### src/logic/audio_pkg.sv
package audio_pkg;

  // One codec word, two's complement
  typedef logic signed [15:0] sample_t;

  // Unsigned magnitude, -32768 folds to 16'h8000
  typedef logic [15:0] mag_t;

  // New-sample strobe with its payload
  typedef struct packed {
    logic    valid; // High for one clk per LR rise
    sample_t data;  // Latched codec word
  } sample_evt_t;

endpackage
### src/logic/peak_meter.sv
module peak_meter (
  input  logic                   clk,
  input  logic                   rst_n,
  input  audio_pkg::sample_evt_t sample_evt,
  input  logic                   frame_start, // Latch and restart point
  output logic [6:0]             hex0,        // Lowest nibble
  output logic [6:0]             hex1,
  output logic [6:0]             hex2,
  output logic [6:0]             hex3         // Highest nibble
);

  audio_pkg::mag_t cur_mag;   // Magnitude of the incoming sample
  audio_pkg::mag_t peak;      // Running maximum this frame
  audio_pkg::mag_t peak_next;
  audio_pkg::mag_t disp;      // Value on the digits

  // Negation of -32768 wraps to 16'h8000, the saturated magnitude
  assign cur_mag = sample_evt.data[15] ? audio_pkg::mag_t'(-sample_evt.data)
                                       : audio_pkg::mag_t'(sample_evt.data);

  assign peak_next = (sample_evt.valid && (cur_mag > peak)) ? cur_mag : peak;

  always_ff @(posedge clk) begin
    if (!rst_n) begin
      peak <= '0;
      disp <= '0; // Digits read 0000
    end else if (frame_start) begin
      disp <= peak_next; // Includes a sample on this same cycle
      peak <= '0;
    end else begin
      peak <= peak_next;
    end
  end

  // Active-low segments, bit 0 is a, bit 6 is g
  function automatic logic [6:0] seg7(input logic [3:0] nib);
    case (nib)
      4'h0:    seg7 = ~7'h3f;
      4'h1:    seg7 = ~7'h06;
      4'h2:    seg7 = ~7'h5b;
      4'h3:    seg7 = ~7'h4f;
      4'h4:    seg7 = ~7'h66;
      4'h5:    seg7 = ~7'h6d;
      4'h6:    seg7 = ~7'h7d;
      4'h7:    seg7 = ~7'h07;
      4'h8:    seg7 = ~7'h7f;
      4'h9:    seg7 = ~7'h6f;
      4'ha:    seg7 = ~7'h77;
      4'hb:    seg7 = ~7'h7c; // Lower case b
      4'hc:    seg7 = ~7'h39;
      4'hd:    seg7 = ~7'h5e; // Lower case d
      4'he:    seg7 = ~7'h79;
      default: seg7 = ~7'h71; // F
    endcase
  endfunction

  assign hex0 = seg7(disp[3:0]);
  assign hex1 = seg7(disp[7:4]);
  assign hex2 = seg7(disp[11:8]);
  assign hex3 = seg7(disp[15:12]);

endmodule

### config.mk
export PLATFORM = sky130hd
export DESIGN_NAME = peak_meter
export DESIGN_NICKNAME = d
export VERILOG_FILES = /design/src/logic/audio_pkg.sv /design/src/logic/peak_meter.sv
export SDC_FILE = /design/constraint.sdc
export NUM_CORES = 1
export LEC_CHECK = 0
export BUFFER_PORTS_ARGS = -buffer_cell sky130_fd_sc_hd__buf_2
export CORE_MARGIN = 10
export CORE_UTILIZATION = 55
export CTS_BUF_LIST = sky130_fd_sc_hd__clkbuf_8
export CTS_CLUSTER_SIZE = 16
export DETAILED_ROUTE_END_ITERATION = 7
export GPL_TIMING_DRIVEN = 0
export HOLD_SLACK_MARGIN = 0.12
export MAX_ROUTING_LAYER = met4
export PLACE_DENSITY = 0.86
export SLEW_MARGIN = 20
export SYNTH_ARGS = -nofsm -noshare
export SYNTH_HDL_FRONTEND = slang
export SYNTH_SLANG_ARGS = --single-unit
### constraint.sdc
create_clock -name clk -period 5.35 [get_ports clk]
set_input_delay 0.535 -clock clk [delete_from_list [all_inputs] [get_ports clk]]
set_output_delay 0.535 -clock clk [all_outputs]
set_load 0.05 [all_outputs]
==> flow_summary.ini <==
[sta]
post-route-period-util_pct = 97.4
hold_viol = 0
relSlewSlack_pct = 57.1
fmax_mhz = 192
final_max_slew_viol_count = 0
period_minus_slack_ns = 5.21
tightest_slew_ns = 0.639
skew_ns = 0.00470
setup_viol = 0

[global_routing]
grt_usage_pct = 18.8
gr-total-overflow = 0
grt_first_pass_wirelength_um = 15500
grt_pass1_vias = 3418
grt_max_degree = 11
antenna_found_initial = 0

[clock_tree]
cts_tree = done
h-tree-depth = 3
cts_hold_buffers = 0
cts_root_buffer = clkbuf_8
numCtsBuffers = 9
clockBufferDepth = 2
clock-sinks = 60
cts.clk_slew.worst_paths_ns = 0.07
clock_latency_ns = 0.34

[synth]
syn_area_sq_um = 3820
syn-num-nets = 500
ys_seq_area_share_pct = 31.5
ys_warn_count = 0
yosys.cell_types.count = 66
netlist_instances = 439
async_flop_share_pct = 0
yosys_register_bits = 60
synth-edff-count = 0
ys.flop_type = dfxtp_1
avgSynthCellArea_sq_um = 8.70

[layout]
final_common_cell = dfxtp_1
n_fill_cell = 537
fin_area_sq_um = 4470
nets = 558
syn2layout_area_growth_pct = 17.0
final_cell_mix = dfxtp_1 (60), buf_2 (49), inv_1 (47)
insertedDiodeCount = 0
fin_cells = 582
drive_above_1_share_pct = 18.9

[placed_design]
dp_hpwl_um = 7270
io_buffers = 46
detailed_place.area_sq_um = 4150
gp_congestion = 0.931
dp.cells = 565

[worst_setup_path]
path_max_fanout = 10
ff2ff_setup_slack_ns = 1.69
critPathCapture = hex1[3]
cp.arrival_ns = 5.44
cp-startpoint = sample_evt[5]
rr_startpoint = peak[11]
startpoint_type = primary input
reg2reg_to = hex1[3]
crit_type = primary input to register
cp-end-kind = register
reg2regPathDepth = 13
cp.required_ns = 5.58

[hold_path]
min_path_type = register to register

[floorplanning]
ios = 48
start_util_pct = 56.5
core-area_sq_um = 6760
row_count = 30
die_width_um = 103
die-area_sq_um = 10700
die_h_um = 103

[run_status]
status = completed

[route]
avgRoutedWirePerCell_um = 16.9
via_per_inst = 6.15
dr.pass1.iters = 5
ant_nets = 0
drt-total-wl_um = 9810
drtIter0Drc = 355
dr_total_vias = 3577
drc = 0

[flow_run]
maxCapViolations = 0

[pwr]
ir_drop_mv = 0.198
p_leak_nw = 1.91
power.density_nw_per_um2 = 311
per-stage QoR:
| stage | worst slack [ns] | power [mW] | TNS, ns | utilization [%] | hold WS [ns] |
|---|---|---|---|---|---|
| after floorplan | 0.124 | 0.830 | 0 | - | 0.450 |
| after global placement | -0.771 | 0.919 | -14.02 | 61.4 | 0.460 |
| after detailed placement | -0.795 | 0.930 | -16.47 | 61.4 | 0.472 |
| after CTS | 0.0134 | 1.38 | 0 | 65.0 | 0.482 |
| after global routing | -0.0555 | 1.45 | -0.151 | 66.1 | 0.519 |
| final | 0.140 | 1.39 | 0 | 66.1 | 0.477 |
what timing repair did:
item,4_1_cts,5_1_grt
endpoints found under the hold margin,0,0
pin swaps,0,2
gates resized for setup,9,17
buffers inserted,0,1
setup endpoints to repair,28,27
critical path, cell delays in order:
cell and delay [ns]:
buf_2 0.12, or4_4 0.53, buf_6 0.15, or4_1 0.53
o21ai_1 0.23, xor2_2 0.25, inv_1 0.07, ha_1 0.30
nand4_1 0.08, buf_4 0.18, nor3_2 0.23, o21ai_1 0.17
a31oi_2 0.25, clkbuf_4 0.29, clkbuf_4 0.25, nand4_1 0.18
o311ai_2 0.23, ha_1 0.33, mux2_1 0.29, o221a_2 0.23
area by class of cell:
class	count	area [sq um]	area share, %
Clock buffer	10	138	3.08
Buffer	19	101	2.27
Sequential cell	60	1200	26.9
Timing Repair Buffer	47	238	5.32
Tap cell	80	100	2.24
Inverter	48	193	4.31
Multi-Input combinational cell	312	2420	54.1
Clock inverter	6	80.1	1.79
registers in the layout, summed over array words and instances, names as in the netlist:
signal  cells
hex3        7
peak       16
hex0        7
hex1        7
hex2        7
disp       16
routing by layer:
metal / vias up / track usage (%) / wire length (um)
li1: 1730 / - / -
met1: 1681 / 20.6 / 3970
met2: 140 / 32.3 / 4960
met3: 26 / 4.52 / 675
met4: 0 / 6.74 / 201
met5: - / - / 0
worst min-delay path by stage:
stage	from	end	cells past startpoint
floorplan	peak[13]	peak[13]	2
global placement	peak[13]	peak[13]	2
detailed placement	peak[13]	peak[13]	2
CTS	peak[13]	peak[13]	2
global route	peak[13]	peak[13]	2
finish	peak[13]	peak[13]	2
cell families after synthesis:
family / synth area share [%]
fa+ha+maj: 13.4
compound gates: 24.2
xor+xnor: 2.75
simple gates: 17.0
flops: 31.5
mux: 3.74
buf+inv: 7.40
cell usage after synthesis, drive strengths merged, types with 3 or more instances:
master,n,area share [%]
a21oi,14,1.8
dfxtp,60,31
o221ai,5,1.1
a211o,6,1.4
nor2b,7,1.1
nand2b,4,0.66
o41ai,3,0.88
inv,46,4.5
a211oi,14,3.0
o32ai,6,1.4
or2,3,0.49
o311ai,7,1.8
nand3,14,1.8
nor2,28,2.8
nand3b,6,1.2
and2,3,0.49
mux2i,12,3.1
clkbuf,14,1.4
o21a,3,0.59
buf,5,0.98
nor3,7,0.92
o22ai,10,1.6
o211a,3,0.79
nand2,24,2.4
a22oi,4,0.79
o21ai,18,2.4
a31oi,5,0.82
nand4,11,1.8
o31ai,6,1.2
or4,4,0.98
ha,41,13
a21o,4,0.79
xnor2,11,2.5
or3,6,0.98
power by group:
part           leakage [nW]  internal, mW  switching, mW
sequential            0.492         0.489         0.0120
combinational          1.30         0.140          0.302
clock                 0.115         0.271          0.175
Power figures use the tool's default switching activity.
