## src/logic/audio_pkg.sv

```systemverilog
package audio_pkg;

  // One codec word, two's complement
  typedef logic signed [15:0] sample_t;

  // Unsigned magnitude, -32768 folds to 16'h8000
  typedef logic [15:0] mag_t;

  // New-sample strobe with its payload
  typedef struct packed {
    logic    valid; // High for one clk per LR rise
    sample_t data;  // Latched codec word
  } sample_evt_t;

endpackage
```

## src/logic/sample_capture.sv

```systemverilog
module sample_capture (
  input  logic                   clk,
  input  logic                   rst_n,
  input  logic                   aud_lrck,   // Codec LR clock, async level
  input  audio_pkg::sample_t     aud_in,     // Held stable across capture
  input  logic [3:0]             volume,     // Attenuation as right shift
  output audio_pkg::sample_evt_t sample_evt,
  output audio_pkg::sample_t     aud_out     // Scaled copy for playback
);

  logic [1:0] lrck_sync; // Two-flop synchronizer
  logic       lrck_d;    // Previous synced level
  logic       lrck_rise;

  always_ff @(posedge clk) begin
    if (!rst_n) begin
      lrck_sync <= '0;
      lrck_d    <= 1'b0;
    end else begin
      lrck_sync <= {lrck_sync[0], aud_lrck}; // Shift in raw level
      lrck_d    <= lrck_sync[1];
    end
  end

  assign lrck_rise = lrck_sync[1] & ~lrck_d; // Rising edge of synced level

  // Event and playback word leave on the third edge after the LR rise
  always_ff @(posedge clk) begin
    if (!rst_n) begin
      sample_evt <= '0;
      aud_out    <= '0;
    end else begin
      sample_evt.valid <= lrck_rise; // Single-cycle strobe
      if (lrck_rise) begin
        sample_evt.data <= aud_in;
        aud_out         <= aud_in >>> volume; // Arithmetic, keeps sign
      end
    end
  end

endmodule

```

## config.mk

```make
export PLATFORM = sky130hd
export DESIGN_NAME = sample_capture
export DESIGN_NICKNAME = d
export VERILOG_FILES = /design/src/logic/audio_pkg.sv /design/src/logic/sample_capture.sv
export SDC_FILE = /design/constraint.sdc
export NUM_CORES = 1
export LEC_CHECK = 0
export ABC_AREA = 1
export BUFFER_PORTS_ARGS = -buffer_cell sky130_fd_sc_hd__buf_2
export CAP_MARGIN = 20
export CORE_MARGIN = 8
export CORE_UTILIZATION = 39
export DETAILED_ROUTE_END_ITERATION = 12
export GPL_ROUTABILITY_DRIVEN = 0
export GPL_TIMING_DRIVEN = 0
export PLACE_DENSITY = 0.72
export SYNTH_ARGS = -nofsm -noshare
export SYNTH_HDL_FRONTEND = slang
export SYNTH_SLANG_ARGS = --single-unit
export TNS_END_PERCENT = 5
```

## constraint.sdc

```tcl
create_clock -name clk -period 1.07 [get_ports clk]
set_input_delay 0.107 -clock clk [delete_from_list [all_inputs] [get_ports clk]]
set_output_delay 0.107 -clock clk [all_outputs]
set_load 0.03 [all_outputs]
```

==> results of run 1 <==
==> sequential cells by signal, summed over array words and instances (netlist names) <==
signal,count
lrck_d,1
sample_evt,17
lrck_sync,2
aud_out,15
==> repair_timing <==
action                     4_1_cts  5_1_grt
setup endpoints to repair       31       32
pin swaps                        4        7
resized for setup               19        8
hold buffers                     0        0
setup buffers                    3        4
==> power by group through the flow <==
stage	Combinational (mW)	Clock [mW]	Sequential, mW
6_report	0.733	0.964	1.40
5_1_grt	0.807	1.04	1.41
4_1_cts	0.719	0.988	1.40
3_5_place_dp	0.690	0	1.43
3_3_place_gp	0.686	0	1.42
2_1_floorplan	0.351	0	1.55
==> stage by stage <==
stage / hold slack [ns] / utilization, % / power, mW / cells
floorplan: 0.205 / - / 1.90 / 280
global placement: 0.293 / 47.4 / 2.11 / 387
detailed placement: 0.305 / 47.4 / 2.12 / 387
CTS: 0.00403 / 50.8 / 3.11 / 397
global route: 0.00552 / 51.7 / 3.26 / 400
finish: 0.00519 / 51.7 / 3.10 / 400
==> layout make-up <==
class | instances | area [um^2] | area share, %
Buffer | 14 | 126 | 5.21
Tap cell | 54 | 67.6 | 2.78
Multi-Input combinational cell | 216 | 1050 | 43.2
Inverter | 14 | 62.6 | 2.58
Clock buffer | 6 | 82.6 | 3.40
Timing Repair Buffer | 60 | 330 | 13.6
Sequential cell | 35 | 704 | 29.0
Clock inverter | 1 | 5.00 | 0.206
==> layout by cell type, fill, tap and decap left out, types with 6 or more instances in the layout <==
cell and count:
sky130_fd_sc_hd__nand3_2 6, sky130_fd_sc_hd__nand2_2 6, sky130_fd_sc_hd__buf_4 7, sky130_fd_sc_hd__buf_2 57, sky130_fd_sc_hd__nand3_1 49, sky130_fd_sc_hd__nor2_1 46, sky130_fd_sc_hd__inv_1 8, sky130_fd_sc_hd__nand2_1 59
sky130_fd_sc_hd__dfxtp_1 32, sky130_fd_sc_hd__clkbuf_8 6, sky130_fd_sc_hd__o21ai_1 7, sky130_fd_sc_hd__a21oi_1 12, sky130_fd_sc_hd__o21ai_0 18
==> critical path, cell delays in order, from the launching register on <==
cell and delay [ns]:
sky130_fd_sc_hd__dfxtp_2 0.33, sky130_fd_sc_hd__inv_2 0.04, sky130_fd_sc_hd__nor2_4 0.15, sky130_fd_sc_hd__buf_12 0.14, sky130_fd_sc_hd__buf_8 0.12, sky130_fd_sc_hd__buf_4 0.12, sky130_fd_sc_hd__o21ai_1 0.05, sky130_fd_sc_hd__a21oi_1 0.13
==> cell families after synthesis <==
| group | share of synthesized area [%] |
|---|---|
| flops | 37.2 |
| compound gates | 11.9 |
| simple gates | 41.9 |
| buf+inv | 9.09 |
==> path summary, 6_finish.rpt <==
kind              cells after the start                          end               startpoint
hold / removal                        3      lrck_sync[0]$_SDFF_PN0_                 aud_lrck
setup / recovery                      7  sample_evt[13]$_SDFFE_PN0P_  lrck_sync[1]$_SDFF_PN0_
setup reg to reg                      7  sample_evt[13]$_SDFFE_PN0P_  lrck_sync[1]$_SDFF_PN0_
hold reg to reg                       2      lrck_sync[1]$_SDFF_PN0_  lrck_sync[0]$_SDFF_PN0_
==> metal layers <==
metal  vias up  part of all wire [%]  track usage (%)
li1       1055                     -                -
met1       922                    45             19.4
met2        69                    45             25.5
met3         9                   8.0             5.16
met4         0                   1.5             5.73
met5         -                     0                0
==> flow_metrics.tcl, run 1 <==
set metrics [dict create \
    p_int_mw 2.13 \
    seqPwrFrac_pct 45.2 \
    routed_wire_length_per_instance_um 13.9 \
    ys_async_sr_fraction_pct 0 \
    post-synth-top-area-fraction_pct 37.2 \
    clkSlewWorstSetupHoldPaths_ns 0.06 \
    fmax_mhz 865 \
    globalRouteOverflowTotal 0 \
    placed_area_mm2 0.00222 \
    critical_path.startpoint_type "register" \
    headroom_to_the_max_slew_limit_pct 73.9 \
    synth.ff_latch_count 35 \
    initial_utilization_pct 40.2 \
    post_synth_inst_count 280 \
    antenna-diode-count 0 \
    netSwitchingPower_mw 0.972 \
    fin_worst_skew_ns 0.00409 \
    mappedNetlistNets 303 \
    synth_enable_flop_cells 0 \
    layout.cell_area.non_filler_mm2 0.00243 \
    antenna_found_initial 0 \
    layout.nets 369 \
    die_x_um 85.5 \
    totalNegativeSetupSlack_ns -1.16 \
    grt_setup_unrepaired "true" \
    vias_in_the_first_global_route 2068 \
    clk_path_buf_depth 2 \
    place.port_buffers 53 \
    detailedPlacementHpwl_mm 4.28 \
    num_vias 2055 \
    die_y_um 85.5 \
    wire_length_of_the_first_global_routing_pass_mm 9.51 \
    wl_mm 5.57 \
    synthTopCellsByCount "sky130_fd_sc_hd__nand2_1 (60), sky130_fd_sc_hd__nand3_1 (50), sky130_fd_sc_hd__nor2_1 (48)" \
    drtIter0Drc 134 \
    total_leakage_power_nw 1.25 \
    dr.pass1.iters 4 \
    post-synth-top-count-cell "sky130_fd_sc_hd__nand2_1" \
    maxCapViolCount 0 \
    preCtsSetupSlack_ns -0.230 \
    synth.lib_cells_used.distinct 27 \
    design.core.area_mm2 0.00469 \
    power.combinational.fraction_pct 23.7 \
    clkPwrFrac_pct 31.1 \
    violated_checks "setup timing" \
    synthToLayoutAreaGrowth_pct 28.7 \
    clock-sinks 35 \
    synthTopCellsByArea "sky130_fd_sc_hd__dfxtp_1 (37%), sky130_fd_sc_hd__nand3_1 (13%), sky130_fd_sc_hd__nand2_1 (12%)" \
    layout.filler_cells 485 \
    clock_insertion_delay_worst_skew_ns 0.29 \
    drt.antenna.violating_nets 0 \
    post_synth_instance_area_mm2 0.00189 \
    cp.required_ns 1.29 \
    clock-root-buffer "sky130_fd_sc_hd__clkbuf_8" \
    syn_avg_cell_area_um2 6.73 \
    fin_ws_ns -0.0865 \
    grt_usage_pct 15.9 \
    fin_crit_sh_pct 108 \
    remaining_drc_errors 0 \
    clock_tree.htree_level_count 2 \
    worstPathMaxFanout 8 \
    worst_hold_path_type "input port to register" \
    p_sw_share_pct 31.4 \
    yosys_top_cell_by_area "sky130_fd_sc_hd__dfxtp_1" \
    run_status "finished, violations left" \
    path_class "register to register" \
    timing.critical_path.to_type "register" \
    finalSetupViolCount 19 \
    ff2ff_setup_slack_ns -0.09 \
    grt_max_degree 11 \
    numCtsBuffers 5 \
    finalHoldViolations 0 \
    worst_ir_drop_vdd_uv 912 \
    tritoncts "done" \
    via_per_instance_ratio 5.14 \
    synth-seq-area-share_pct 37.2 \
    most_used_dff_post_synth "sky130_fd_sc_hd__dfxtp_1" \
    std_cell_rows 25 \
    die_area_mm2 0.00732 \
    final_layout_size_suffix_gt1_share_pct 30.6 \
    slew_violations 0 \
    pwr_density_cell_mw_per_mm2 1280 \
    floorplan.io_pins 56 \
    final.min_clock_period_ns 1.16 \
    cp_data_arrival_time_ns 1.37 \
    worst_pin_slew_ns 0.392 \
    yosys_warnings 0 \
]
(Power assumes the default switching activity.)
==> run 2, diff against run 1 <==
clock period = 1 ns   (was 1.07 ns; I/O delays follow)
==> run 2 against run 1 <==
- the run still ends with setup timing left
- fmax shrank 1.7%
- wire length grew 1.6%
- final cell count shrank 0.75%
- critical path type unchanged
- largest cell class unchanged
- largest power group unchanged
==> flow_metrics.tcl, run 2 (synthesized netlist as in run 1, its figures left out) <==
set metrics [dict create \
    run_status "finished, violations left" \
    violated_checks "setup timing" \
    std_cell_rows 25 \
    vias_in_the_first_global_route 2024 \
    fin_worst_skew_ns 0.00609 \
    grt_usage_pct 16.0 \
    largestRegisters "sample_evt (17), aud_out (15), lrck_sync (2)" \
    worst_pin_slew_ns 0.420 \
    stdcell_count 397 \
    via_per_instance_ratio 5.18 \
    cts_hold_buffers 0 \
    clock-sinks 35 \
    wl_mm 5.66 \
    routed_wire_length_per_instance_um 14.3 \
    die_x_um 85.5 \
    register_containing_the_most_flip_flops_in_the_final_layout "sample_evt" \
    worst_ir_drop_vdd_uv 725 \
    slew_violations 0 \
    initial_utilization_pct 40.2 \
    synthToLayoutAreaGrowth_pct 26.6 \
    drt.antenna.violating_nets 0 \
    placed_area_mm2 0.00223 \
    floorplan.io_pins 56 \
    cp_data_arrival_time_ns 1.37 \
    largest_reg_flops 17 \
    clkSlewWorstSetupHoldPaths_ns 0.07 \
    cp.required_ns 1.19 \
    worstPathMaxFanout 7 \
    mostFrequentLayoutCell "sky130_fd_sc_hd__nand2_1" \
    tritoncts "done" \
    clock-root-buffer "sky130_fd_sc_hd__clkbuf_8" \
    num_vias 2057 \
    timing.critical_path.to_type "register" \
    total_leakage_power_nw 1.24 \
    clk_path_buf_depth 2 \
    totalNegativeSetupSlack_ns -3.33 \
    layout.filler_cells 499 \
    dr.pass1.iters 4 \
    fin_ws_ns -0.176 \
    maxCapViolCount 0 \
    pwr_total_mw 3.58 \
    place_inst 387 \
    drtIter0Drc 165 \
    clkPwrFrac_pct 36.9 \
    place.port_buffers 53 \
    design.core.area_mm2 0.00469 \
    detailedPlacementHpwl_mm 4.34 \
    fin_crit_sh_pct 118 \
    numCtsBuffers 5 \
    critical_path.startpoint_type "register" \
    fmax_mhz 850 \
    layout.nets 365 \
    globalRouteOverflowTotal 0 \
    grt_setup_unrepaired "true" \
    grt_max_degree 12 \
    finalSetupViolCount 31 \
    pwr_density_cell_mw_per_mm2 1500 \
    clock_tree.htree_level_count 2 \
    final.min_clock_period_ns 1.18 \
    antenna-diode-count 0 \
    p_int_mw 2.52 \
    wire_length_of_the_first_global_routing_pass_mm 9.50 \
    antenna_found_initial 0 \
    headroom_to_the_max_slew_limit_pct 72.0 \
    final_layout_size_suffix_gt1_share_pct 28.6 \
    power.combinational.fraction_pct 21.3 \
    seqPwrFrac_pct 41.8 \
    finalHoldViolations 0 \
    worst_hold_path_type "input port to register" \
    remaining_drc_errors 0 \
    p_sw_share_pct 29.5 \
    netSwitchingPower_mw 1.06 \
    preCtsSetupSlack_ns -0.244 \
    die_y_um 85.5 \
    mostFrequentLayoutCells "sky130_fd_sc_hd__nand2_1 (59), sky130_fd_sc_hd__buf_2 (57), sky130_fd_sc_hd__nand3_1 (50)" \
    die_area_mm2 0.00732 \
    clock_insertion_delay_worst_skew_ns 0.29 \
    path_class "register to register" \
    layout.cell_area.non_filler_mm2 0.00239 \
]
[run 2: cell type report]
class                           instances  area (um^2)  share of cell area, %
Tap cell                               54         67.6                   2.83
Multi-Input combinational cell        216         1030                   43.3
Buffer                                 15          116                   4.87
Inverter                               14         62.6                   2.62
Clock inverter                          2         35.0                   1.47
Timing Repair Buffer                   55          287                   12.0
Clock buffer                            6         82.6                   3.46
Sequential cell                        35          703                   29.5
[run 2: worst paths after layout]
kind	startpoint	end	slack, ns	depth (start not counted)
max reg2reg	lrck_sync[1]$_SDFF_PN0_	aud_out[4]$_SDFFE_PN0P_	-0.18	6
min reg2reg	lrck_sync[0]$_SDFF_PN0_	lrck_sync[1]$_SDFF_PN0_	0.41	2
max	lrck_sync[1]$_SDFF_PN0_	aud_out[4]$_SDFFE_PN0P_	-0.18	6
min	aud_lrck	lrck_sync[0]$_SDFF_PN0_	0.006	3
[run 2: metal layers]
metal	track usage [%]	up-vias	wire length, um
li1	-	1041	-
met1	19.9	931	2610
met2	25.2	78	2590
met3	5.64	7	401
met4	5.10	0	55
met5	0	-	0
[run 2: repair_timing]
item / CTS / global route
setup buffers: 2 / 0
pin swaps: 7 / 4
setup endpoints to repair: 32 / 32
resized for setup: 7 / 3
cloned: 0 / 0
[run 2: per-stage QoR]
step	utilization [%]	hold WS, ns
after CTS	50.7	0.00529
after floorplan	-	0.198
after detailed placement	47.5	0.306
final	50.9	0.00643
after global placement	47.5	0.292
after global routing	50.9	0.00837
[run 2: worst max-delay path: stages, from the launching register on]
cell                      delay [ns]
sky130_fd_sc_hd__dfxtp_2        0.33
sky130_fd_sc_hd__inv_2          0.04
sky130_fd_sc_hd__nor2_4         0.19
sky130_fd_sc_hd__inv_4          0.09
sky130_fd_sc_hd__nor2_4         0.17
sky130_fd_sc_hd__and3_1         0.21
sky130_fd_sc_hd__nor2_1         0.05
[run 2: power by group through the flow]
stage | sequential, mW | combinational, mW | clock (mW)
4_1_cts | 1.50 | 0.757 | 1.34
3_3_place_gp | 1.52 | 0.736 | 0
5_1_grt | 1.51 | 0.839 | 1.42
6_report | 1.50 | 0.763 | 1.32
3_5_place_dp | 1.53 | 0.742 | 0
2_1_floorplan | 1.66 | 0.376 | 0
