File: src/logic/scope_pkg.sv
package scope_pkg;

  // Raster coordinate, x is column and y is row
  typedef struct packed {
    logic [9:0] x;
    logic [9:0] y;
  } pixel_pos_t;

  // 24-bit colour, one byte per DAC channel
  typedef struct packed {
    logic [7:0] r;
    logic [7:0] g;
    logic [7:0] b;
  } rgb_t;

  // VGA control lines, all active low
  typedef struct packed {
    logic hs_n;    // Horizontal sync
    logic vs_n;    // Vertical sync
    logic blank_n; // Low outside the visible area
  } raster_t;

  // Syncs released, picture blanked
  localparam raster_t RASTER_IDLE = '{hs_n: 1'b1, vs_n: 1'b1, blank_n: 1'b0};

  localparam rgb_t TRACE_COLOR = '{r: 8'h00, g: 8'hff, b: 8'h00}; // Pure green
  localparam rgb_t GRID_COLOR  = '{r: 8'h40, g: 8'h40, b: 8'h40}; // Dim grey
  localparam rgb_t BG_COLOR    = '{r: 8'h00, g: 8'h00, b: 8'h00}; // Black

  localparam int GRID_STEP = 16; // Pixels between vertical grid lines

endpackage

File: src/logic/audio_pkg.sv
package audio_pkg;

  // One codec word, two's complement
  typedef logic signed [15:0] sample_t;

  // Unsigned magnitude, -32768 folds to 16'h8000
  typedef logic [15:0] mag_t;

  // New-sample strobe with its payload
  typedef struct packed {
    logic    valid; // High for one clk per LR rise
    sample_t data;  // Latched codec word
  } sample_evt_t;

endpackage
File: src/logic/trace_renderer.sv
module trace_renderer #(
  parameter int V_ACTIVE    = 480,
  parameter int SCALE_SHIFT = 7 // Sample LSBs dropped per screen row
) (
  input  logic                  clk,
  input  logic                  rst_n,
  input  scope_pkg::pixel_pos_t pos,
  input  scope_pkg::raster_t    timing,
  input  logic                  active,
  input  audio_pkg::sample_t    rd_sample, // Sample for pos_d.x
  input  logic                  rd_ok,
  output logic [9:0]            rd_col,
  output scope_pkg::rgb_t       vga_rgb,
  output scope_pkg::raster_t    vga_sync
);

  localparam logic signed [17:0] ROW_MID = 18'(V_ACTIVE / 2); // Zero level
  localparam logic signed [17:0] ROW_MAX = 18'(V_ACTIVE - 1);

  scope_pkg::pixel_pos_t pos_d;    // Position aligned to rd_sample
  scope_pkg::raster_t    timing_d;
  logic                  active_d;
  audio_pkg::sample_t    scaled;
  logic signed [17:0]    row_raw;  // Unclamped trace row
  logic [9:0]            trace_row;
  logic                  on_grid;
  scope_pkg::rgb_t       pixel;

  assign rd_col = pos.x; // Column address straight to the buffer

  // First stage waits for the buffer read
  always_ff @(posedge clk) begin
    if (!rst_n) begin
      timing_d <= scope_pkg::RASTER_IDLE;
      active_d <= 1'b0;
    end else begin
      timing_d <= timing;
      active_d <= active;
    end
  end

  always_ff @(posedge clk) begin
    pos_d <= pos;
  end

  assign scaled  = rd_sample >>> SCALE_SHIFT;
  assign row_raw = ROW_MID - 18'(scaled); // Positive samples draw upward

  always_comb begin
    if (row_raw[17]) begin
      trace_row = '0;             // Above the top edge
    end else if (row_raw > ROW_MAX) begin
      trace_row = ROW_MAX[9:0];   // Below the bottom edge
    end else begin
      trace_row = row_raw[9:0];
    end
  end

  assign on_grid = (pos_d.y == ROW_MID[9:0]) || ((pos_d.x % scope_pkg::GRID_STEP) == 0);

  always_comb begin
    if (!active_d) begin
      pixel = scope_pkg::BG_COLOR;    // Blanking interval
    end else if (rd_ok && (pos_d.y == trace_row)) begin
      pixel = scope_pkg::TRACE_COLOR; // Trace wins over grid
    end else if (on_grid) begin
      pixel = scope_pkg::GRID_COLOR;
    end else begin
      pixel = scope_pkg::BG_COLOR;
    end
  end

  // Second stage, colour and sync leave together
  always_ff @(posedge clk) begin
    if (!rst_n) begin
      vga_rgb  <= '0;
      vga_sync <= scope_pkg::RASTER_IDLE;
    end else begin
      vga_rgb  <= pixel;
      vga_sync <= timing_d;
    end
  end

endmodule

File: config.mk
export PLATFORM = sky130hd
export DESIGN_NAME = trace_renderer
export DESIGN_NICKNAME = d
export VERILOG_FILES = /design/src/logic/scope_pkg.sv /design/src/logic/audio_pkg.sv /design/src/logic/trace_renderer.sv
export SDC_FILE = /design/constraint.sdc
export NUM_CORES = 1
export LEC_CHECK = 0
export BUFFER_PORTS_ARGS = -buffer_cell sky130_fd_sc_hd__buf_2
export CAP_MARGIN = 20
export CORE_ASPECT_RATIO = 1.4
export CORE_MARGIN = 2
export CORE_UTILIZATION = 47
export CTS_CLUSTER_DIAMETER = 100
export CTS_CLUSTER_SIZE = 12
export DETAILED_ROUTE_END_ITERATION = 10
export GPL_TIMING_DRIVEN = 0
export PLACE_DENSITY = 0.9
export SYNTH_ARGS = -nofsm -noshare
export SYNTH_HDL_FRONTEND = slang
export SYNTH_SLANG_ARGS = --single-unit
File: constraint.sdc
create_clock -name clk -period 5.8 [get_ports clk]
set_input_delay 0.29 -clock clk [delete_from_list [all_inputs] [get_ports clk]]
set_output_delay 0.29 -clock clk [all_outputs]
set_load 0.01 [all_outputs]
==> summary.txt, run 1 <==
Clocking
  – Hold-fix buffers at CTS: 0
  – H-tree levels: 1
  – CTS root buf: clkbuf_8
  – Clk sinks: 24
  – CTS clk-pin slew, worst paths: ~70 ps
  – Cells resized by post-CTS repair: 0
  – CTS max path bufs: 2
  – CTS tree: built
  – Num CTS Buffers: 3
  – Setup Fix Bufs, Post-CTS: 0
  – Clock Latency Late Sink: 260 ps

Setup path
  – Crit path launch type: input port
  – R2r startpoint: pos_d[6]
  – Setup crit start: rd_sample[7]
  – Critical Path Sink Type: flip-flop
  – Worst EP required: ~6000 ps
  – CP Capture Point: vga_rgb[13]
  – Crit-path max FO: 9
  – Reg2reg setup slack: 4330 ps
  – Setup Crit Path Kind: input port to flip-flop
  – RR Endpoint: vga_rgb[13]
  – CP arrival: around 2800 ps
  – R2r worst-path depth: 5

Die
  – Num rows: 23
  – Core region area: 2880 um^2
  – IO Pins: 80
  – Chip width: between 50 and 60 um
  – Area of the die: approximately 3500 um^2
  – Die Height: between 60 and 70 um
  – Initial core utilization: roughly half

Routing
  – DR WL/cell: around 12 um
  – DRC Markers: 0
  – Final WL: between 3 and 4 mm
  – Via count: around 1300
  – Detail-routed via count per cell: ~5.1
  – Routed Antenna Nets: 0
  – First DRT Iteration DRCs: 14
  – Drt pass-1 iters: 4

Layout
  – Diodes inserted: 0
  – Share of cells above drive strength 1: a little over two fifths
  – Area delta synth->final: 27.7%
  – Final core occ: roughly 63%
  – Final instance area: between 1500 and 2000 um^2
  – Fin nets: between 200 and 300

Pwr
  – Max VDD drop: about 0.00022 V
  – Switching share of power: approximately a quarter
  – Comb power frac: 20.6%
  – Clk pwr share: between 20% and 30%
  – Seq pwr share: 49.4%
  – Power Density: 197 nW/um^2
  – Switching power: 88.5 uW
  – Internal: approximately 270 uW
  – Leak: 0.000897 uW

Placed design
  – RePlAce Congestion: ~0.85
  – I/O Buffers: 49
  – Placement Cell Area: 1770 um^2
  – Setup slack at placement: just under 3000 ps
  – Post-detail-place hpwl: approximately 2.5 mm

Logic synthesis
  – Async SR Flop Fraction: 0%
  – Post-synth EDFFs: 0
  – Sequential area share after synthesis: 33.7%
  – Main synth FF type: dfxtp_1
  – Cells after Synth: between 150 and 200
  – Synth Register Bits: 24
  – Avg Cell Area, Syn: roughly 9.0 um^2
  – Ys Warns: 0
  – Post-synth cell types: 54
  – Syn Std Cell Area: about 1400 um^2

Timing
  – Endpoints failing hold: 0
  – Worst-margin pin slew: about 760 ps
  – Period utilization: 44.5%
  – Worst Slack Setup Final: between 3000 and 4000 ps
  – Hold slack: 127 ps
  – # setup viols final: 0
  – Worst Skew: ~1.2 ps
  – Setup TNS: 0 ps
  – Fin crit period: approximately 2600 ps
  – RSZ-0062 raised after global routing: false
  – Slew Limit Fails: 0
  – F_max: a little under 0.4 GHz
  – Max_slew headroom: about half

Hold path
  – Hold depth: 1
  – Hold WC Path Type: input port to flip-flop

GRT
  – Grt ovf: 0
  – Initial antenna violation count: 0
  – Vias in the first global route: 1207
  – Largest net degree at the start of global routing: 14
  – GRT Total Usage: between 10% and 20%
  – First-pass GRT wire length: between 5 and 6 mm

Status
  – Status: completed

Job
  – Maxcap violations: 0
[state kept, by name (all words and copies together), names as in the netlist]
register,flops
active_d,1
vga_sync,3
timing_d,3
pos_d,14
vga_rgb,3
[cell usage in the layout (no fill, tap or decap), types with 2 or more instances in the layout]
master / instances
a21oi_1: 3
a31oi_1: 3
a32oi_1: 2
and2_1: 5
and4b_1: 2
buf_2: 50
buf_4: 31
clkbuf_1: 2
clkbuf_8: 4
conb_1: 14
dfxtp_1: 24
inv_1: 6
nand2_1: 7
nand2b_1: 4
nand3_1: 3
nand4b_1: 3
nor2_1: 5
nor3_1: 3
nor3b_1: 3
nor4_1: 2
o211a_1: 2
o21ai_0: 4
o31ai_1: 2
o41ai_1: 2
or2_2: 2
or4_4: 2
xnor2_1: 4
xor2_1: 3
[power groups by stage]
| stage | combinational, uW | clock, uW | sequential (uW) |
|---|---|---|---|
| after CTS | 73.6 | 111 | 177 |
| after detailed placement | 72.8 | 0 | 181 |
| after global routing | 80.8 | 116 | 178 |
| final | 74.1 | 107 | 177 |
| after floorplan | 49.9 | 0 | 180 |
| after global placement | 70.7 | 0 | 181 |
[synth_stat cells, drive strengths merged (4+ instances only)]
library cell   n  area share (%)
and2           5             2.2
buf           32              17
dfxtp         24              34
inv            6             1.6
nand2          7             1.8
nand2b         4             1.8
nor2           5             1.3
nor3b          4             2.5
o21ai          5             1.8
xnor2          4             2.5
[kinds of logic (layout without fill, tap and decap cells)]
| logic type | after synthesis | in the layout | synth area share [%] |
|---|---|---|---|
| compound gates | 34 | 34 | 18.4 |
| xor+xnor | 7 | 7 | 4.30 |
| fa+ha+maj | 1 | 1 | 0.877 |
| buf+inv | 40 | 93 | 18.8 |
| flops | 24 | 24 | 33.7 |
| mux | 1 | 1 | 0.702 |
| other cells | 1 | 14 | 0.263 |
| simple gates | 50 | 50 | 23.0 |
[worst min-delay path by stage]
stage	startpoint	end	slack, ps
2_1_floorplan	pos[0]	pos_d[0]	320
3_3_place_gp	timing_d[1]	vga_sync[1]	390
3_5_place_dp	pos[6]	pos_d[6]	390
4_1_cts	pos[6]	pos_d[6]	120
5_1_grt	pos[6]	pos_d[6]	120
6_report	pos[6]	pos_d[6]	130
[stage by stage]
| stage | power (uW) | instances |
|---|---|---|
| 3_5_place_dp | 254 | 257 |
| 4_1_cts | 361 | 261 |
| 6_report | 359 | 261 |
| 2_1_floorplan | 230 | 171 |
| 3_3_place_gp | 251 | 257 |
| 5_1_grt | 375 | 261 |
[worst max-delay path: stages]
cell	delay, ps
clkbuf_1	310
inv_1	110
ha_1	280
nor3b_2	230
or3_4	400
a2111oi_0	440
o21ai_1	150
a221oi_2	360
and3_1	220
[final cells by class]
class,count,area (um^2)
fill,261,1060
multi-input combinational,107,727
sequential,24,480
timing repair buffer,49,245
buffer,34,245
clock buffer,4,55.1
tap,37,46.3
inverter,6,22.5
[layer usage]
layer	global-route usage (%)	part of all wire, %	up-vias	wire length (um)
li1	-	-	664	-
met1	18.8	37	593	1160
met2	33.9	51	70	1640
met3	4.31	11	7	339
met4	4.80	1.2	0	38
met5	0	0	-	0
No activity file was read; power rests on OpenSTA's default activity.
==> run 2: changes to the inputs <==
- CORE_UTILIZATION: 47 -> 44
- PLACE_DENSITY: 0.9 -> 0.86
- clock period: 5.8 -> 2.6 ns (I/O delays scaled with it)
==> run 2 against run 1 <==
Worst setup slack lost 3000 ps. First-iteration DRC count grew 71%. Via count grew 1.4%. Hold slack lost 72 ps. Largest power group unchanged. Die area grew 6.3%. Highest routed layer unchanged. Sequential power grew 120%. Wire length grew 2.7%. Count of clock-buffer cells in the layout shrank 1. Critical endpoint unchanged. Flip-flop and latch count is the same. Critical path depth is the same. Final cell count grew 5.7%.
==> summary.txt, run 2 (same netlist as run 1, synthesis figures left out) <==
Status
  – Status: completed

Timing
  – Setup TNS: 0 ps (unchanged)
  – Fin crit period: 2400 ps
  – Period utilization: between 90% and 100%
  – Max_slew headroom: 50.7% (+1.9 points)
  – Worst Skew: 2.30 ps (+1.10 ps)
  – Slew Limit Fails: 0 (unchanged)
  – Endpoints failing hold: 0 (unchanged)
  – # setup viols final: 0 (unchanged)
  – Worst-margin pin slew: 734 ps (-28.0 ps)
  – F_max: roughly 0.42 GHz
  – Worst Slack Setup Final: 200 ps (-3020 ps)
  – RSZ-0062 raised after global routing: false

Clocking
  – H-tree levels: 1 (unchanged)
  – Num CTS Buffers: 3 (unchanged)
  – Hold-fix buffers at CTS: 14 (+14)
  – CTS max path bufs: 2 (unchanged)
  – CTS root buf: clkbuf_8
  – CTS clk-pin slew, worst paths: 70 ps (about the same)
  – Setup Fix Bufs, Post-CTS: 0 (unchanged)
  – Clk sinks: 24 (unchanged)
  – CTS tree: built
  – Clock Latency Late Sink: 250 ps (about the same)
  – Cells resized by post-CTS repair: 0 (unchanged)

Layout
  – Most flops, register: pos_d
  – Fill cells: 283 (+8.4%)
  – Area delta synth->final: 36.8%
  – Max reg flops: 14 (unchanged)
  – Commonest non-fill, non-tap cell in the layout: buf_2
  – Diodes inserted: 0 (unchanged)
  – Commonest non-fill, non-tap cells in the layout: 50 x buf_2, 31 x buf_4, 24 x dfxtp_1
  – Fin nets: 283 (+5.2%)
  – Share of cells above drive strength 1: 39.2% (-2.7 points)

Job
  – Maxcap violations: 0 (unchanged)

Pwr
  – Seq pwr share: 51.0% (+1.6 points)
  – Switching power: 190 uW (+110%)
  – Switching share of power: 24.5% (-0.17 points)
  – Power Density: 397 nW/um^2 (+100%)
  – Internal: 585 uW (+120%)
  – Clk pwr share: 25.6% (-4.3 points)
  – Leak: 0.000948 uW (+5.7%)
  – Comb power frac: 23.4% (+2.8 points)
  – Max VDD drop: 0.000378 V (+74%)

Die
  – Num rows: 24 (+4.3%)
  – IO Pins: 80 (unchanged)
  – Area of the die: 3720 um^2 (+6.3%)
  – Die Height: 71.4 um (+3.2%)
  – Core region area: 3090 um^2 (+7.5%)
  – Initial core utilization: 46.1% (-3.4 points)
  – Chip width: 52.1 um (+3.1%)

Setup path
  – Setup Crit Path Kind: input port to flip-flop
  – Crit-path max FO: 9 (unchanged)
  – CP arrival: 2590 ps (-190 ps)
  – R2r worst-path depth: 5 (unchanged)
  – Worst EP required: 2790 ps (-3210 ps)
  – Crit path launch type: input port
  – Reg2reg setup slack: 1130 ps (-3200 ps)
  – Critical Path Sink Type: flip-flop

GRT
  – Vias in the first global route: 1307 (+8.3%)
  – Grt ovf: 0 (unchanged)
  – First-pass GRT wire length: 5.35 mm (+6.2%)
  – Initial antenna violation count: 0 (unchanged)
  – Largest net degree at the start of global routing: 13 (-1)
  – GRT Total Usage: 18.5% (+0.71 points)

Hold path
  – Hold depth: 2 (+1)
  – Hold WC Path Type: input port to flip-flop

Routing
  – Drt pass-1 iters: 4 (unchanged)
  – Detail-routed via count per cell: 4.90 (-4.1%)
  – Via count: 1353 (+1.4%)
  – DR WL/cell: 11.8 um (-2.8%)
  – First DRT Iteration DRCs: 24 (+10)
  – Final WL: 3.26 mm (+2.7%)
  – Routed Antenna Nets: 0 (unchanged)
  – DRC Markers: 0 (unchanged)

Placed design
  – Setup slack at placement: -56.9 ps (-3010 ps)
  – Post-detail-place hpwl: 2.45 mm (-3.7%)
  – RePlAce Congestion: 0.842 (-1.5%)
  – I/O Buffers: 49 (unchanged)
run 2: worst paths after layout:
kind,startpoint,to
setup / recovery,rd_sample[7],vga_rgb[13]
hold / removal,timing[2],timing_d[2]
setup reg to reg,pos_d[6],vga_rgb[13]
hold reg to reg,timing_d[1],vga_sync[1]
run 2: cell type report:
class | instances | area [um^2] | share of cell area (%)
multi-input cells | 107 | 727 | 37.3
flip-flops and latches | 24 | 480 | 24.6
inverters | 6 | 22.5 | 1.15
well taps | 39 | 48.8 | 2.50
repair buffers | 63 | 385 | 19.8
plain buffers | 34 | 245 | 12.6
clock buffers | 3 | 41.3 | 2.12
run 2: per-stage QoR:
step | util (%) | total power (uW) | cells | cell area (um^2) | hold WS (ps)
global placement | 57.2 | 561 | 259 | 1770 | 233
CTS | 63.1 | 782 | 276 | 1950 | 48.1
floorplan | - | 513 | 171 | 1480 | 158
detailed placement | 57.2 | 566 | 259 | 1770 | 234
global route | 63.1 | 817 | 276 | 1950 | 65.1
finish | 63.1 | 775 | 276 | 1950 | 54.7
run 2: power groups by stage:
stage	combinational, uW	clock [uW]	sequential (uW)
3_5_place_dp	162	0	403
3_3_place_gp	158	0	403
6_report	181	198	395
5_1_grt	199	220	398
2_1_floorplan	111	0	402
4_1_cts	179	208	395
run 2: worst max-delay path, cell delays in order:
cell	delay [ps]
clkbuf_1	310
inv_1	130
ha_1	280
nor3b_2	220
or3_4	390
a2111oi_0	430
o21ai_1	150
a221oi_2	350
and3_1	210
run 2: layer usage:
metal  GRT usage (%)  part of all wire (%)  vias to the layer above
met5               0                     0                        -
met4            7.31                   1.5                        0
met3            2.71                   8.0                        6
met2            36.1                    56                       63
met1            18.7                    35                      598
li1                -                     -                      686
