`src/logic/scope_pkg.sv`:
```
package scope_pkg;

  // Raster coordinate, x is column and y is row
  typedef struct packed {
    logic [9:0] x;
    logic [9:0] y;
  } pixel_pos_t;

  // 24-bit colour, one byte per DAC channel
  typedef struct packed {
    logic [7:0] r;
    logic [7:0] g;
    logic [7:0] b;
  } rgb_t;

  // VGA control lines, all active low
  typedef struct packed {
    logic hs_n;    // Horizontal sync
    logic vs_n;    // Vertical sync
    logic blank_n; // Low outside the visible area
  } raster_t;

  // Syncs released, picture blanked
  localparam raster_t RASTER_IDLE = '{hs_n: 1'b1, vs_n: 1'b1, blank_n: 1'b0};

  localparam rgb_t TRACE_COLOR = '{r: 8'h00, g: 8'hff, b: 8'h00}; // Pure green
  localparam rgb_t GRID_COLOR  = '{r: 8'h40, g: 8'h40, b: 8'h40}; // Dim grey
  localparam rgb_t BG_COLOR    = '{r: 8'h00, g: 8'h00, b: 8'h00}; // Black

  localparam int GRID_STEP = 16; // Pixels between vertical grid lines

endpackage

```
`src/logic/vga_timing.sv`:
```
module vga_timing #(
  parameter int H_ACTIVE = 640,
  parameter int H_FRONT  = 16,
  parameter int H_SYNC   = 96,
  parameter int H_BACK   = 48,
  parameter int V_ACTIVE = 480,
  parameter int V_FRONT  = 10,
  parameter int V_SYNC   = 2,
  parameter int V_BACK   = 33
) (
  input  logic                  clk,
  input  logic                  rst_n,
  output scope_pkg::pixel_pos_t pos,        // Current counter position
  output scope_pkg::raster_t    timing,     // Syncs and blank for pos
  output logic                  active,     // pos is in the visible area
  output logic                  frame_start // High at (0,0) after a wrap
);

  localparam int H_TOTAL = H_ACTIVE + H_FRONT + H_SYNC + H_BACK;
  localparam int V_TOTAL = V_ACTIVE + V_FRONT + V_SYNC + V_BACK;

  localparam logic [9:0] H_LAST   = 10'(H_TOTAL - 1);
  localparam logic [9:0] V_LAST   = 10'(V_TOTAL - 1);
  localparam logic [9:0] HS_START = 10'(H_ACTIVE + H_FRONT);
  localparam logic [9:0] HS_END   = 10'(H_ACTIVE + H_FRONT + H_SYNC);
  localparam logic [9:0] VS_START = 10'(V_ACTIVE + V_FRONT);
  localparam logic [9:0] VS_END   = 10'(V_ACTIVE + V_FRONT + V_SYNC);

  logic [9:0] h_cnt;
  logic [9:0] v_cnt;
  logic       h_last;
  logic       v_last;
  logic       hs_on;
  logic       vs_on;

  assign h_last = (h_cnt == H_LAST);
  assign v_last = (v_cnt == V_LAST);

  always_ff @(posedge clk) begin
    if (!rst_n) begin
      h_cnt       <= '0;
      v_cnt       <= '0;
      frame_start <= 1'b0;
    end else begin
      frame_start <= h_last && v_last; // Marks the wrap, not the reset
      if (h_last) begin
        h_cnt <= '0;
        v_cnt <= v_last ? '0 : v_cnt + 10'd1; // Next line or next frame
      end else begin
        h_cnt <= h_cnt + 10'd1;
      end
    end
  end

  assign hs_on  = (h_cnt >= HS_START) && (h_cnt < HS_END);
  assign vs_on  = (v_cnt >= VS_START) && (v_cnt < VS_END); // Whole lines
  assign active = (h_cnt < 10'(H_ACTIVE)) && (v_cnt < 10'(V_ACTIVE));

  assign pos    = '{x: h_cnt, y: v_cnt};
  assign timing = '{hs_n: !hs_on, vs_n: !vs_on, blank_n: active};

endmodule

```
`config.mk`:
```
export PLATFORM = sky130hd
export DESIGN_NAME = vga_timing
export DESIGN_NICKNAME = d
export VERILOG_FILES = /design/src/logic/scope_pkg.sv /design/src/logic/vga_timing.sv
export SDC_FILE = /design/constraint.sdc
export NUM_CORES = 1
export LEC_CHECK = 0
export BUFFER_PORTS_ARGS = -buffer_cell sky130_fd_sc_hd__buf_2
export CAP_MARGIN = 30
export CORE_MARGIN = 2
export CORE_UTILIZATION = 46
export CTS_CLUSTER_DIAMETER = 150
export CTS_CLUSTER_SIZE = 10
export DETAILED_ROUTE_END_ITERATION = 10
export PLACE_DENSITY = 0.71
export SYNTH_ARGS = -nofsm -noshare
export SYNTH_HDL_FRONTEND = slang
export SYNTH_SLANG_ARGS = --single-unit
```
`constraint.sdc`:
```
create_clock -name clk -period 1.8 [get_ports clk]
set_input_delay 0.18 -clock clk [delete_from_list [all_inputs] [get_ports clk]]
set_output_delay 0.18 -clock clk [all_outputs]
set_load 0.01 [all_outputs]
```
==> results of run 1 <==
-- worst min-delay path by stage --
stage                        start                     to  slack, ns
2_1_floorplan                rst_n  v_cnt[0]$_SDFFE_PN0N_       0.32
3_3_place_gp   h_cnt[0]$_SDFF_PP0_    h_cnt[0]$_SDFF_PP0_       0.45
3_5_place_dp   h_cnt[0]$_SDFF_PP0_    h_cnt[0]$_SDFF_PP0_       0.46
4_1_cts                      rst_n  v_cnt[1]$_SDFFE_PN0N_       0.18
5_1_grt                      rst_n  v_cnt[1]$_SDFFE_PN0N_       0.20
6_report                     rst_n    h_cnt[1]$_SDFF_PP0_       0.20
-- per-stage QoR --
step	hold slack [ns]	std cells	cell area [um2]
after global routing	0.198	196	1400
after detailed placement	0.456	191	1320
final	0.200	196	1400
after CTS	0.181	195	1360
after global placement	0.451	191	1320
after floorplan	0.321	128	1100
-- sequential cells by signal, summed over array words and instances, names as in the netlist --
| signal | count |
|---|---|
| h_cnt | 10 |
| frame_start | 1 |
| v_cnt | 10 |
-- critical path, delay by kind of cell, from the launching register on --
family,cells,cell delay (ns)
AO/OA/AOI/OAI,1,0.11
AND/OR/NAND/NOR,3,1.30
flip-flops,1,0.34
-- per-layer routing --
| layer | up-vias | share of wire [%] | global-route usage (%) |
|---|---|---|---|
| met5 | - | 0 | 0 |
| met4 | 0 | 0.64 | 7.46 |
| met3 | 2 | 4.5 | 4.31 |
| met2 | 28 | 49 | 33.1 |
| met1 | 495 | 45 | 27.6 |
| li1 | 526 | - | - |
-- cell families after synthesis --
kind of cell | Yosys count | synth area share (%)
flip-flops | 21 | 39.9
AO/OA/AOI/OAI | 12 | 7.48
AND/OR/NAND/NOR | 67 | 32.3
buffers and inverters | 11 | 4.39
adder cells (fa/ha/maj) | 5 | 5.94
XOR/XNOR | 12 | 9.98
-- cells in the mapped netlist (2+ instances only) --
cell / number / share of area (%)
a21oi_1: 4 / 1.9
and3_1: 2 / 1.2
clkbuf_1: 2 / 0.71
dfxtp_1: 21 / 40
ha_1: 5 / 5.9
inv_1: 7 / 2.5
nand2_1: 13 / 4.6
nand3_1: 9 / 4.3
nand4_1: 4 / 2.4
nor2_1: 16 / 5.7
nor3_1: 7 / 3.3
nor4_1: 5 / 3.0
nor4b_1: 2 / 1.7
o21ai_0: 2 / 0.95
or3_1: 4 / 2.4
xnor2_1: 10 / 8.3
xor2_1: 2 / 1.7
-- power groups by stage --
stage          logic, mW  registers, mW  clock network [mW]
2_1_floorplan     0.0164          0.492                   0
3_3_place_gp      0.0402          0.487                   0
3_5_place_dp      0.0426          0.487                   0
4_1_cts           0.0428          0.477               0.240
5_1_grt           0.0492          0.478               0.258
6_report          0.0433          0.477               0.232
-- what timing repair did --
action,CTS,global route
gates cloned,0,0
resized for setup,1,7
buffers inserted,0,1
hold buffers,0,0
pin swaps,0,7
endpoints found under the setup margin,2,15
-- area by class of cell --
cell class,instances,area (um2)
clock buffers,4,26.3
fillers,213,793
inverters,7,26.3
multi-input cells,96,647
flip-flops and latches,21,428
well taps,28,35.0
repair buffers,40,235
==> metrics.cfg, run 1 <==
[status]
outcome = finished clean

[placed_design]
dp_hpwl_mm = 1.89
gp_congestion = 0.840
port_buffers = 26
place_ws_ns = 0.00671

[sta]
rsz0062_at_grt = true
finalHoldViolCount = 0
clock_skew_ns = 0.00157
setup_viol = 0
worst_pin_slew_ns = 0.356
maxSlewViolCount = 0
finalWorstPathRequiredPeriod_ns = 1.80
fin_tns_setup_ns = 0
worst_slack_ns = 0.000935
max_freq_mhz = 556
relSlewSlack_pct = 76.0
fin_crit_sh_pct = 99.9

[logic_synthesis]
syn-instance-count = 128
syn_area_um2 = 1050
avgSynthCellArea_um2 = 8.23
yosysWarnings = 0
synth-edff-count = 0
synth-seq-cells = 21
ys_dominant_reg_cell = dfxtp_1
syn-num-nets = 135
ys_seq_area_share_pct = 39.9
synthArstFlopShare_pct = 0
ys_types = 30

[clock_network]
clockBufferDepth = 2
cts_sinks = 21
cts_root_buf = clkbuf_4
cts.clk_slew.worst_paths_ns = 0.12
cts_tree = built
cts_buffers = 3
cts_htree_levels = 1
worstSkewPairLatency_ns = 0.30

[power_and_ir_drop]
power.density_nw_per_um2 = 538
pwr-share-clk_pct = 30.8
sw_frac_of_total_pct = 23.5
ir_drop_mv = 0.375
finalPower_uw = 752
p_int_uw = 575
switchingPower_uw = 177
pwr-share-comb_pct = 5.8
seqPwrFrac_pct = 63.4
leakagePower_nw = 0.541

[grt]
grt-ovfl-total = 0
grt.total_usage_pct = 20.8
grt_max_degree = 12
grt_pass1_wl_mm = 4.17
grt_pass1_vias = 934
antenna_found_initial = 0

[finish]
final_net_count = 176
layout_common_cells = buf_2 (26), dfxtp_1 (17), nor2_1 (16)
antenna_cells = 0
area_delta_synth_final_pct = 32.7
final_layout_size_suffix_gt1_share_pct = 35.1
post-route-util_pct = 63.8
layout_commonest_cell = buf_2

[route]
drtIter0Drc = 23
wirelength_mm = 2.49
vias = 1051
ant_nets = 0
drt_pass1_iterations = 5
drcViolationCount = 0
viasPerCell = 5.36
wl_per_cell_um = 12.7

[floorplanning]
io_pins = 27
num_rows = 17
die_w_um = 51.9
core_area_um2 = 2190
start_util_pct = 48.1
die-height_um = 51.9
die_area_um2 = 2690

[critical_path]
r2r_cells = 4
crit_path_end = v_cnt[7]$_SDFFE_PN0N_
cpMostUsedCell = or3_4
rr_endpoint = v_cnt[7]$_SDFFE_PN0N_
slowest_stage = or4_4
critPathLaunchType = register
cp_max_fo = 6
end_kind = register
cpPeakStageDelay_ns = 0.57
worstPathCellList = or3_4 -> or4_4 -> or3_4 -> a21oi_2
crit_type = register to register
rrSetupSlack_ns = 0.0009
crit_required_ns = 2.05
reg2reg_from = h_cnt[5]$_SDFF_PP0_
startpoint = h_cnt[5]$_SDFF_PP0_
crit_arrival_ns = 2.05

[worst_hold_path]
hold_path.class = input port to register
worstHoldPathCells = 2

[job]
maxCapViolCount = 0

Power figures use the tool's default switching activity.
==> inputs of run 2 (changes only) <==
Settings changed: ABC_AREA from default to 1, CORE_UTILIZATION 46 to 47.
==> run 2 against run 1 <==
Clock skew grew 0.0037 ns. Sequential share of layout area grew 0.87 points. Final area shrank 4.5%. Largest power group unchanged.
==> metrics.cfg, run 2 <==
[logic_synthesis]
synth_area_leaders = dfxtp_1 (36%), nand2_1 (11%), inv_1 (8.1%), nor2_1 (8.1%), ha_1 (5.4%)
syn-instance-count = 167
synth-seq-cells = 21
syn-num-nets = 174
synthTopCellsByCount = nand2_1 (33), inv_1 (25), nor2_1 (25)
syn_area_um2 = 1160
ys_dominant_reg_cell = dfxtp_1
ys_seq_area_share_pct = 36.1
ys_types = 28
yosysWarnings = 0
synth_top_area_share_pct = 36.1
synth-edff-count = 0
synthArstFlopShare_pct = 0
synth_most_common_cell = nand2_1
avgSynthCellArea_um2 = 6.97
yosysTopAreaCell = dfxtp_1

[finish]
final_net_count = 202
layout_common_cells = nand2_1 (33), buf_2 (26), inv_1 (25), nor2_1 (25), dfxtp_1 (21)
layout_commonest_cell = nand2_1
final_layout_size_suffix_gt1_share_pct = 19.1
regArea_um2 = 420
fillers = 242
area_delta_synth_final_pct = 14.7
reg_top3 = h_cnt: 10 flops, v_cnt: 10 flops, frame_start: 1 flops
multiInputGateArea_um2 = 623
antenna_cells = 0

[sta]
rsz0062_at_grt = false
finalWorstPathRequiredPeriod_ns = 1.64
setup_viol = 0
relSlewSlack_pct = 72.9
clock_skew_ns = 0.00525
max_freq_mhz = 609
fin_crit_sh_pct = 91.2
maxSlewViolCount = 0
worst_slack_ns = 0.159
fin_tns_setup_ns = 0
worst_pin_slew_ns = 0.403
finalHoldViolCount = 0

[grt]
grt_pass1_vias = 887
grt_pass1_wl_mm = 3.71
grt.total_usage_pct = 17.4
grt_max_degree = 14
grt-ovfl-total = 0
antenna_found_initial = 0

[worst_hold_path]
hold_path.class = input port to register
hp-start = rst_n

[floorplanning]
num_rows = 18
die-height_um = 53.8
die_area_um2 = 2890
core_area_um2 = 2410
io_pins = 27
start_util_pct = 48.3
die_w_um = 53.8

[critical_path]
crit_arrival_ns = 1.46
reg2reg_from = h_cnt[0]$_SDFF_PP0_
slowest_stage = dfxtp_1
crit_type = register to output port
startpoint = h_cnt[7]$_SDFF_PP0_
cp_max_fo = 6
worstPathCellList = inv_1 -> nor3_1 -> nor4_1 -> buf_2
cpPeakStageDelay_ns = 0.37
crit_required_ns = 1.62
critPathLaunchType = register
end_kind = output port

[route]
drcViolationCount = 0
drt_pass1_iterations = 4
wl_per_cell_um = 10.4
ant_nets = 0
drtIter0Drc = 15
wirelength_mm = 2.33
vias = 1110
viasPerCell = 4.96

[placed_design]
dp_hpwl_mm = 1.80
place_ws_ns = 0.173
port_buffers = 26
gp_congestion = 0.864

[clock_network]
post_cts_buffers = 0
cts.clk_slew.worst_paths_ns = 0.11
cts_tree = built
cts-resized-gates = 0
clockBufferDepth = 2
cts_buffers = 3
cts_htree_levels = 1
hold_buffers = 0
cts_root_buf = clkbuf_4
worstSkewPairLatency_ns = 0.31
cts_sinks = 21

[power_and_ir_drop]
ir_drop_mv = 0.276
finalPower_uw = 740
power.density_nw_per_um2 = 555
leakagePower_nw = 0.598

[job]
maxCapViolCount = 0

[status]
outcome = finished clean

-- run 2: cell count changes in the layout (fill, tap and decap cells not counted), moves of 4 or more --
cell	before	now
nand2_1	12	33
inv_1	7	25
buf_4	14	0
xnor2_1	10	0
nor2_1	16	25
a21oi_1	3	10
nand3b_1	0	6
nor3_1	6	1
dfxtp_1	17	21
-- run 2: cell type report --
cell class                      count  area share, %
Clock buffer                        4           1.97
Inverter                           26           7.31
Multi-Input combinational cell    117           46.7
Sequential cell                    21           31.5
Tap cell                           30           2.81
Timing Repair Buffer               26           9.75
-- run 2: stage by stage --
step	utilization, %	std cells	hold slack (ns)	area [um2]
after global placement	54.3	220	0.451	1310
after global routing	55.4	224	0.190	1340
after floorplan	-	167	0.480	1160
after detailed placement	54.3	220	0.462	1310
after CTS	55.4	224	0.183	1340
final	55.4	224	0.187	1340
-- run 2: metal layers --
metal  global-route usage [%]  share of wire, %  vias to the layer above
li1                         -                 -                      582
met1                     24.0                50                      505
met2                     26.6                45                       20
met3                     2.78               4.3                        3
met4                     7.69              0.99                        0
met5                        0                 0                        -
-- run 2: cell families after synthesis --
| logic type | synth area share (%) |
|---|---|
| adder cells (fa/ha/maj) | 5.38 |
| buffers and inverters | 10.3 |
| flip-flops | 36.1 |
| XOR/XNOR | 0.753 |
| AO/OA/AOI/OAI | 8.06 |
| AND/OR/NAND/NOR | 39.4 |
-- run 2: where the power goes --
part	switching (mW)	internal [mW]	total, mW
logic	0.0202	0.0118	0.0320
clock network	0.146	0.0866	0.233
registers	0.00561	0.470	0.476
-- run 2: worst paths after layout --
check,cells past startpoint,slack [ns],end
setup / recovery,4,0.16,timing[0]
hold / removal,3,0.19,h_cnt[4]$_SDFF_PP0_
setup reg to reg,8,0.17,v_cnt[3]$_SDFFE_PN0N_
hold reg to reg,1,0.48,h_cnt[0]$_SDFF_PP0_
-- run 2: critical path, delay by kind of cell, from the launching register on --
| kind | cells | cell delay [ns] |
|---|---|---|
| and+or+nand+nor | 2 | 0.45 |
| buffers and inverters | 2 | 0.33 |
| DFF | 1 | 0.37 |
==> inputs of run 3 (changes only) <==
Settings changed: CELL_PAD_IN_SITES_DETAIL_PLACEMENT from default to 2, CELL_PAD_IN_SITES_GLOBAL_PLACEMENT from default to 2, CORE_UTILIZATION 47 to 25, PLACE_DENSITY 0.71 to 0.69.
==> run 3 against run 2 <==
Count of clock-buffer cells in the layout decreased by 1. Fmax increased by 5.6%. Setup slack improved by 0.086 ns. Critical path depth unchanged. Via count increased by 5.0%. Clock power increased by 42%. Non-clock buffer count increased by 2. Critical endpoint unchanged. Register-to-register slack improved by 0.09 ns. Sequential cell count unchanged. Total power increased by 14%. Largest power group unchanged.
==> metrics.cfg, run 3 (same netlist as run 2, synthesis figures left out) <==
[finish]
final_net_count = 204
layout_common_cells = nand2_1 (33), buf_2 (26), inv_1 (25), nor2_1 (25), dfxtp_1 (21)
reg_top3 = h_cnt: 10 flops, v_cnt: 10 flops, frame_start: 1 flops
postLayoutCellArea_um2 = 1410
layout_commonest_cell = nand2_1
fillers = 545
antenna_cells = 0
area_delta_synth_final_pct = 21.2
final_layout_size_suffix_gt1_share_pct = 20.4

[route]
top_layer = met4
drt_pass1_iterations = 3
wirelength_mm = 3.53
met2WireLength_mm = 1.72
drtIter0Drc = 12
vias = 1165
routedLengthMet1_mm = 1.66
dr_wl_met3_um = 112
drcViolationCount = 0
viasPerCell = 4.70
wl_per_cell_um = 14.2
ant_nets = 0

[sta]
setup_viol = 0
relSlewSlack_pct = 76.8
hold_ws_ns = 0.248
clock_skew_ns = 0.00219
finalWorstPathRequiredPeriod_ns = 1.55
maxSlewViolCount = 0
fin_crit_sh_pct = 86.4
worst_pin_slew_ns = 0.344
max_freq_mhz = 643
finalHoldViolCount = 0
rsz0062_at_grt = false
worst_slack_ns = 0.246
fin_tns_setup_ns = 0

[worst_hold_path]
hp-start = rst_n
hold_path.class = input port to register

[grt]
grt_pass1_wl_mm = 5.95
antenna_found_initial = 0
grt.total_usage_pct = 14.7
grt_pass1_vias = 1236
grt_max_degree = 14
grt-ovfl-total = 0

[power_and_ir_drop]
finalPower_uw = 842
sw_frac_of_total_pct = 24.4
power.density_nw_per_um2 = 597
pwr-share-comb_pct = 4.1
leakagePower_nw = 0.622
ir_drop_mv = 0.285
pwr-share-clk_pct = 39.5
switchingPower_uw = 206
p_int_uw = 636
seqPwrFrac_pct = 56.5

[placed_design]
dp_hpwl_mm = 2.77
gp_congestion = 0.750
port_buffers = 26
place_ws_ns = 0.166
dpl-instance-area_um2 = 1340

[critical_path]
reg2reg_from = h_cnt[0]$_SDFF_PP0_
critPathLaunchType = register
crit_type = register to output port
crit_arrival_ns = 1.37
end_kind = output port
startpoint = h_cnt[7]$_SDFF_PP0_
cp_max_fo = 6
crit_required_ns = 1.62

[floorplanning]
core_area_um2 = 4410
start_util_pct = 26.4
io_pins = 27
die_area_um2 = 5220
die_w_um = 72.2
die-height_um = 72.2
num_rows = 24

[clock_network]
cts_htree_levels = 1
hold_buffers = 0
cts_tree = built
cts_buffers = 3
worstSkewPairLatency_ns = 0.27
cts_root_buf = clkbuf_8
cts_sinks = 21
cts-resized-gates = 0
post_cts_buffers = 0
clockBufferDepth = 2
cts.clk_slew.worst_paths_ns = 0.09

[status]
outcome = finished clean

[job]
maxCapViolCount = 0

run 3: changes by cell type in the layout (fill, tap and decap cells not counted):
| cell | change |
|---|---|
| clkbuf_4 | -3 |
| clkbuf_8 | +3 |
| buf_12 | +1 |
| buf_4 | +1 |
| clkbuf_1 | -1 |
| clkinv_2 | +1 |
run 3: power groups by stage:
stage / registers (mW) / logic (mW) / clock network (mW)
2_1_floorplan: 0.489 / 0.0192 / 0
3_3_place_gp: 0.486 / 0.0335 / 0
3_5_place_dp: 0.487 / 0.0357 / 0
4_1_cts: 0.476 / 0.0357 / 0.337
5_1_grt: 0.478 / 0.0398 / 0.363
6_report: 0.475 / 0.0342 / 0.332
run 3: worst max-delay path, stage by stage (launching register included):
cell,delay [ns]
dfxtp_1,0.37
inv_1,0.13
nor3_1,0.08
nor4_1,0.33
buf_2,0.20
run 3: final timing paths:
check | cells after the start | slack [ns] | end
worst max-delay path | 4 | 0.25 | timing[0]
worst max register to register | 7 | 0.26 | v_cnt[5]$_SDFFE_PN0N_
worst min register to register | 1 | 0.49 | h_cnt[0]$_SDFF_PP0_
worst min-delay path | 3 | 0.25 | v_cnt[4]$_SDFFE_PN0N_
run 3: metrics by stage:
stage	cells	utilization [%]
finish	248	31.9
global route	248	31.9
CTS	246	31.3
detailed placement	242	30.3
global placement	242	30.3
floorplan	167	-
run 3: area by class of cell:
type                            instances  area (um2)  area share (%)
Sequential cell                        21         420            29.8
Clock buffer                            3        41.3            2.93
Timing Repair Buffer                   28         158            11.2
Tap cell                               52        65.1            4.61
Inverter                               26        97.6            6.92
Multi-Input combinational cell        117         623            44.2
Clock inverter                          1        5.00           0.355
run 3: per-layer routing:
| metal | vias up | GRT usage, % |
|---|---|---|
| met5 | - | 0 |
| met4 | 0 | 4.40 |
| met3 | 5 | 2.64 |
| met2 | 17 | 25.2 |
| met1 | 556 | 18.6 |
| li1 | 587 | - |
